===== config.mk =====
export PLATFORM = sky130hd
export DESIGN_NAME = mastermind_top
export DESIGN_NICKNAME = d
export VERILOG_FILES = /design/src/design/mastermind_pkg.sv /design/src/design/seven_seg_pkg.sv /design/src/design/mastermind_entry.sv /design/src/design/mastermind_scorer.sv /design/src/design/score_display.sv /design/src/design/mastermind_top.sv
export SDC_FILE = /design/constraint.sdc
export NUM_CORES = 1
export LEC_CHECK = 0
export BUFFER_PORTS_ARGS = -buffer_cell sky130_fd_sc_hd__buf_2
export CAP_MARGIN = 20
export CORE_ASPECT_RATIO = 1.4
export CORE_UTILIZATION = 35
export DETAILED_ROUTE_END_ITERATION = 6
export GPL_TIMING_DRIVEN = 1
export SYNTH_ARGS = -nofsm -noshare
export SYNTH_HDL_FRONTEND = slang
export SYNTH_HIERARCHICAL = 1
export SYNTH_SLANG_ARGS = --single-unit

===== constraint.sdc =====
create_clock -name clock -period 2.6 [get_ports clock]
set_clock_uncertainty 0.2 [all_clocks]
set_input_delay 0.52 -clock clock [delete_from_list [all_inputs] [get_ports clock]]
set_output_delay 0.52 -clock clock [all_outputs]
set_load 0.02 [all_outputs]

===== src/design/mastermind_pkg.sv =====
package mastermind_pkg;

    localparam int PEGS = 4;

    // One peg colour, eight colours
    typedef logic [2:0] peg_t;

    // Peg 0 sits in the low bits
    typedef struct packed {
        peg_t [PEGS-1:0] peg;
    } row_t;

    typedef logic [2:0] count_t; // 0 to 4 pegs

    typedef struct packed {
        count_t red;
        count_t white;
    } score_t;

    typedef enum logic [1:0] {
        CODE_ENTRY,
        GUESS_ENTRY,
        SCORING,
        GAME_END
    } phase_t;

endpackage


===== src/design/seven_seg_pkg.sv =====
package seven_seg_pkg;

    // Active low, segment a in bit 0
    typedef logic [6:0] segments_t;

    function automatic segments_t digit_segments(input logic [3:0] digit);
        case (digit)
            4'h0: return 7'b100_0000;
            4'h1: return 7'b111_1001;
            4'h2: return 7'b010_0100;
            4'h3: return 7'b011_0000;
            4'h4: return 7'b001_1001;
            4'h5: return 7'b001_0010;
            4'h6: return 7'b000_0010;
            4'h7: return 7'b111_1000;
            4'h8: return 7'b000_0000;
            4'h9: return 7'b001_1000;
            4'hA: return 7'b000_1000;
            4'hB: return 7'b000_0011;
            4'hC: return 7'b100_0110;
            4'hD: return 7'b010_0001;
            4'hE: return 7'b000_0110;
            4'hF: return 7'b000_1110;
            default: return 7'h7f; // Blank
        endcase
    endfunction

endpackage


===== src/design/mastermind_entry.sv =====
`timescale 1ns/1ns

module mastermind_entry
    import mastermind_pkg::*;
#(
    parameter int MAX_GUESSES = 8
) (
    input  logic       clock,
    input  logic       resetn,
    input  logic       load_i,
    input  peg_t       colour_i,
    input  score_t     score_i,
    input  logic       done_i,
    output row_t       code_o,
    output row_t       guess_o,
    output logic       start_o,
    output logic       clear_o,
    output phase_t     phase_o,
    output logic [3:0] guess_count_o,
    output logic       win_o,
    output logic       game_over_o
);

    logic       load_q;
    logic       press;
    logic [1:0] peg_idx;

    // Rising edge of the button level
    assign press = load_i & ~load_q;

    always_ff @(posedge clock) begin
        if (!resetn) begin
            load_q        <= 1'b0;
            peg_idx       <= '0;
            phase_o       <= CODE_ENTRY;
            code_o        <= '0;
            guess_o       <= '0;
            start_o       <= 1'b0;
            clear_o       <= 1'b0;
            guess_count_o <= '0;
            win_o         <= 1'b0;
            game_over_o   <= 1'b0;
        end else begin
            load_q  <= load_i;
            start_o <= 1'b0;
            clear_o <= 1'b0;

            case (phase_o)
                CODE_ENTRY: begin
                    if (press) begin
                        code_o.peg[peg_idx] <= colour_i;
                        peg_idx             <= peg_idx + 2'd1;
                        if (peg_idx == 2'(PEGS - 1)) begin
                            phase_o <= GUESS_ENTRY;
                        end
                    end
                end

                GUESS_ENTRY: begin
                    if (press) begin
                        guess_o.peg[peg_idx] <= colour_i;
                        peg_idx              <= peg_idx + 2'd1;
                        if (peg_idx == 2'(PEGS - 1)) begin // Row complete
                            phase_o <= SCORING;
                            start_o <= 1'b1;
                        end
                    end
                end

                // Button presses are dropped while the scorer runs
                SCORING: begin
                    if (done_i) begin
                        guess_count_o <= guess_count_o + 4'd1;
                        if (score_i.red == count_t'(PEGS)) begin
                            win_o   <= 1'b1;
                            phase_o <= GAME_END;
                        end else if (guess_count_o == 4'(MAX_GUESSES - 1)) begin
                            game_over_o <= 1'b1;
                            phase_o     <= GAME_END;
                        end else begin
                            phase_o <= GUESS_ENTRY;
                        end
                    end
                end

                GAME_END: begin
                    if (press) begin // New game, no peg written
                        code_o        <= '0;
                        guess_o       <= '0;
                        guess_count_o <= '0;
                        win_o         <= 1'b0;
                        game_over_o   <= 1'b0;
                        peg_idx       <= '0;
                        clear_o       <= 1'b1;
                        phase_o       <= CODE_ENTRY;
                    end
                end

                default: phase_o <= CODE_ENTRY;
            endcase
        end
    end

endmodule


===== src/design/mastermind_scorer.sv =====
`timescale 1ns/1ns

module mastermind_scorer
    import mastermind_pkg::*;
(
    input  logic   clock,
    input  logic   resetn,
    input  logic   start_i,
    input  logic   clear_i,
    input  row_t   code_i,
    input  row_t   guess_i,
    output score_t score_o,
    output logic   done_o
);

    logic [PEGS-1:0] exact;
    count_t          exact_cnt;
    logic [PEGS-1:0] red_mask;
    logic [PEGS-1:0] claimed;   // Guess positions already used for a white
    count_t          red_cnt;
    count_t          white_cnt;
    logic            busy;
    logic [2:0]      pos;       // Code position being matched, PEGS when finished
    logic            stepping;
    logic [PEGS-1:0] avail;
    logic [PEGS-1:0] first_avail;

    always_comb begin
        exact_cnt = '0;
        for (int i = 0; i < PEGS; i++) begin
            exact[i]  = code_i.peg[i] == guess_i.peg[i];
            exact_cnt = exact_cnt + count_t'(exact[i]);
        end
    end

    // Free non-red guess pegs with the colour of the current code peg
    always_comb begin
        for (int j = 0; j < PEGS; j++) begin
            avail[j] = !red_mask[j] && !claimed[j]
                       && guess_i.peg[j] == code_i.peg[pos[1:0]];
        end
    end

    assign first_avail = avail & (~avail + 1'b1); // Lowest set bit only
    assign stepping    = busy && pos != 3'(PEGS);

    always_ff @(posedge clock) begin
        if (!resetn) begin
            busy    <= 1'b0;
            pos     <= '0;
            done_o  <= 1'b0;
            score_o <= '0;
        end else begin
            done_o <= 1'b0;
            if (clear_i) begin
                score_o <= '0;
            end
            if (start_i) begin
                busy <= 1'b1;
                pos  <= '0;
            end else if (stepping) begin
                pos <= pos + 3'd1;
            end else if (busy) begin
                busy          <= 1'b0;
                done_o        <= 1'b1;
                score_o.red   <= red_cnt;
                score_o.white <= white_cnt;
            end
        end
    end

    always_ff @(posedge clock) begin
        if (start_i) begin
            red_mask  <= exact;
            red_cnt   <= exact_cnt;
            claimed   <= '0;
            white_cnt <= '0;
        end else if (stepping && !red_mask[pos[1:0]] && |avail) begin
            claimed   <= claimed | first_avail;
            white_cnt <= white_cnt + count_t'(1);
        end
    end

endmodule


===== src/design/score_display.sv =====
`timescale 1ns/1ns

module score_display
    import mastermind_pkg::*;
    import seven_seg_pkg::*;
(
    input  logic                clock,
    input  row_t                guess_i,
    input  score_t              score_i,
    output segments_t [5:0]     hex_o
);

    // Digits 0 to 3 show the guess pegs, 4 red, 5 white
    always_ff @(posedge clock) begin
        for (int i = 0; i < PEGS; i++) begin
            hex_o[i] <= digit_segments({1'b0, guess_i.peg[i]});
        end
        hex_o[4] <= digit_segments({1'b0, score_i.red});
        hex_o[5] <= digit_segments({1'b0, score_i.white});
    end

endmodule


===== src/design/mastermind_top.sv =====
`timescale 1ns/1ns

module mastermind_top
    import mastermind_pkg::*;
    import seven_seg_pkg::*;
#(
    parameter int MAX_GUESSES = 8
) (
    input  logic            clock,
    input  logic            resetn,
    input  logic            load_i,
    input  peg_t            colour_i,
    output phase_t          phase_o,
    output row_t            guess_o,
    output score_t          score_o,
    output logic [3:0]      guess_count_o,
    output logic            win_o,
    output logic            game_over_o,
    output segments_t [5:0] hex_o
);

    row_t code;
    logic start;
    logic clear;
    logic done;

    mastermind_entry #(
        .MAX_GUESSES(MAX_GUESSES)
    ) i_entry (
        .clock        (clock),
        .resetn       (resetn),
        .load_i       (load_i),
        .colour_i     (colour_i),
        .score_i      (score_o),
        .done_i       (done),
        .code_o       (code),
        .guess_o      (guess_o),
        .start_o      (start),
        .clear_o      (clear),
        .phase_o      (phase_o),
        .guess_count_o(guess_count_o),
        .win_o        (win_o),
        .game_over_o  (game_over_o)
    );

    mastermind_scorer i_scorer (
        .clock  (clock),
        .resetn (resetn),
        .start_i(start),
        .clear_i(clear),
        .code_i (code),
        .guess_i(guess_o),
        .score_o(score_o),
        .done_o (done)
    );

    score_display i_display (
        .clock  (clock),
        .guess_i(guess_o),
        .score_i(score_o),
        .hex_o  (hex_o)
    );

endmodule


==> impl_metrics.yaml <==
status:
  outcome: "finished, final reports clean"
setup_path:
  endpoint_kind: "flop"
  critPathLaunchType: "flop"
  crit_type: "flop to flop"
  arrival_ns: 2.41
  worst_ep_required_time_ns: 2.64
  crit_fanout: 7
sta:
  fin_crit_ns: 2.37
  setup_viol: 0
  fin_crit_sh_pct: 91.1
  worstMarginPinSlew_ns: 0.604
  hold_slack_ns: 0.235
  timing.final.max_slew_violations: 0
  tns_ns: 0
  hold_viol: 0
  finalWorstSetupSlack_ns: 0.232
  rsz0062_at_grt: "no"
  max_slew_margin_pct: 59.7
  fmax_ghz: 0.422
placement:
  place_area_um2: 5350
  place.gp.congestion: 0.768
  dp_slack_ns: 0.120
  portBuffers: 73
  dp.final_hpwl_um: 7670
global_routing:
  grt-busiest-layer: "met2"
  met1_usage_pct: 15.5
  use_met3_pct: 3.57
  grt_pass1_vias: 3548
  grt_overflow: 0
  grtUsageTotal_pct: 15.1
  antenna_found_initial: 0
  grt_max_degree: 24
  grt_pass1_wl_um: 16600
  use_met2_pct: 28.3
pwr:
  power.leakage_nw: 2.51
  vdd_drop_max_uv: 271
  powerDensity_nw_per_um2: 556
route:
  dr_total_vias: 3497
  drcViolationCount: 0
  dr.pass1.iters: 4
  wl_per_cell_um: 13.7
  routed_via_density: 4.78
  wl_um: 10000
  drtIter0Drc: 104
  ant_nets: 0
clocking:
  cts_buffers: 9
  clk_latency_ns: 0.35
  clockRootBuffer: "clkbuf_16"
  cts_setup_buffers: 0
  clock-sinks: 104
  path_clk_slew_ns: 0.07
  cts_max_level: 3
  cts.path.max_buffers: 2
  cts_tree: "built"
synthesis:
  synth_edf_count: 7
  yosys_register_bits: 104
  synth_ff_type: "dfxtp_1"
  syn_nets: 510
  synthArstFlopShare_pct: 0
  seq_area_frac_synth_pct: 45.3
  syn_inst: 462
  avgSynthCellArea_um2: 10.3
  netlist_area_um2: 4750
  synth_cell_types: 48
  yosys_warnings: 6
floorplanning:
  die_height_um: 140
  start_util_pct: 35.6
  io_pins: 74
  dieArea_um2: 14000
  die_w_um: 100
  core-area_um2: 13300
  num_rows: 50
min_path:
  hold_path_class: "input pin to flop"
finish:
  final_area_um2: 5670
  area_growth_pct: 19.3
  fin_nets: 593
  drive_above_1_share_pct: 22.5
  diodes: 0
job:
  maxCapViolCount: 0
sequential cells by signal, summed over array words and instances (netlist names):
signal,cells
i_display/hex_o,42
i_entry/peg_idx,2
i_entry/code_o,12
i_scorer/pos,3
i_scorer/busy,1
i_entry/load_q,1
i_entry/win_o,1
i_entry/clear_o,1
i_scorer/white_cnt,3
i_entry/guess_count_o,4
i_entry/guess_o,12
i_scorer/red_cnt,3
i_scorer/claimed,4
i_scorer/red_mask,4
i_entry/phase_o,2
i_scorer/score_o,6
i_entry/start_o,1
i_scorer/done_o,1
i_entry/game_over_o,1
where the power goes:
group	leakage [nW]	internal, mW	switching, mW
combinational	1.50	0.0537	0.0705
sequential	0.850	1.62	0.00894
clock	0.160	0.799	0.598
total	2.51	2.47	0.678
cell type report:
class,instances,area [µm²]
fillers,1298,7660
multi-input cells,316,2390
flip-flops and latches,104,2150
repair buffers,87,470
clock buffers,13,292
well taps,182,228
inverters,27,108
clock inverters,3,28.8
logic make-up after synthesis:
group,synth area share [%]
AO/OA/AOI/OAI,10.4
multiplexers,5.19
flip-flops,45.3
buffers and inverters,4.43
AND/OR/NAND/NOR,18.1
XOR/XNOR,5.35
adder cells (fa/ha/maj),11.2
through the flow:
step / instances / total power, mW / utilization, %
3_3_place_gp: 716 / 1.79 / 40.1
5_1_grt: 732 / 3.28 / 42.5
4_1_cts: 732 / 3.19 / 42.5
2_1_floorplan: 462 / 1.76 / -
6_report: 732 / 3.15 / 42.5
3_5_place_dp: 716 / 1.79 / 40.1
cells in the mapped netlist, types with 11 or more instances:
| cell type | count | share of area, % |
|---|---|---|
| dfxtp_1 | 97 | 41 |
| ha_1 | 41 | 11 |
| nor2b_1 | 40 | 5.3 |
| nor2_1 | 31 | 2.4 |
| inv_1 | 24 | 1.9 |
| a21oi_1 | 22 | 2.3 |
| a22oi_1 | 19 | 3.0 |
| nand2_1 | 16 | 1.3 |
| xor2_1 | 15 | 2.8 |
| xnor2_1 | 14 | 2.6 |
| o21ai_0 | 11 | 1.2 |
path summary, 6_finish.rpt:
kind | start | endpoint | slack [ns] | depth (start not counted)
hold / removal | load_i | i_entry/load_q | 0.23 | 2
hold reg to reg | i_entry/game_over_o | i_entry/game_over_o | 0.24 | 2
setup / recovery | i_scorer/pos[0] | i_scorer/white_cnt[1] | 0.23 | 6
setup reg to reg | i_scorer/pos[0] | i_scorer/white_cnt[1] | 0.23 | 6
routing by layer:
metal	routed length, µm	share of wire, %
met1	3890	39
met2	5610	56
met3	258	2.6
met4	245	2.5
met5	0	0
critical path: stages (launching register included):
cell,delay [ns]
dfxtp_2,0.44
mux4_2,0.60
xnor2_1,0.20
nand4_1,0.18
a41oi_2,0.33
mux2i_1,0.24
nor2_1,0.06
layout by cell type (no fill, tap or decap), drive strengths merged, types with 13 or more instances in the layout:
master and count:
clkbuf 13, ha 41, nor2b 40, inv 28, nand2 16, a22oi 19
o21ai 21, xor2 15, buf 87, dfxtp 97, xnor2 14, a21oi 23
nor2 31
what timing repair did:
action | in CTS | in global routing
hold buffers | 0 | 0
resized for setup | 0 | 1
hold endpoints to repair | 0 | 0
setup endpoints to repair | 0 | 2
No activity file was read; power rests on OpenSTA's default activity.
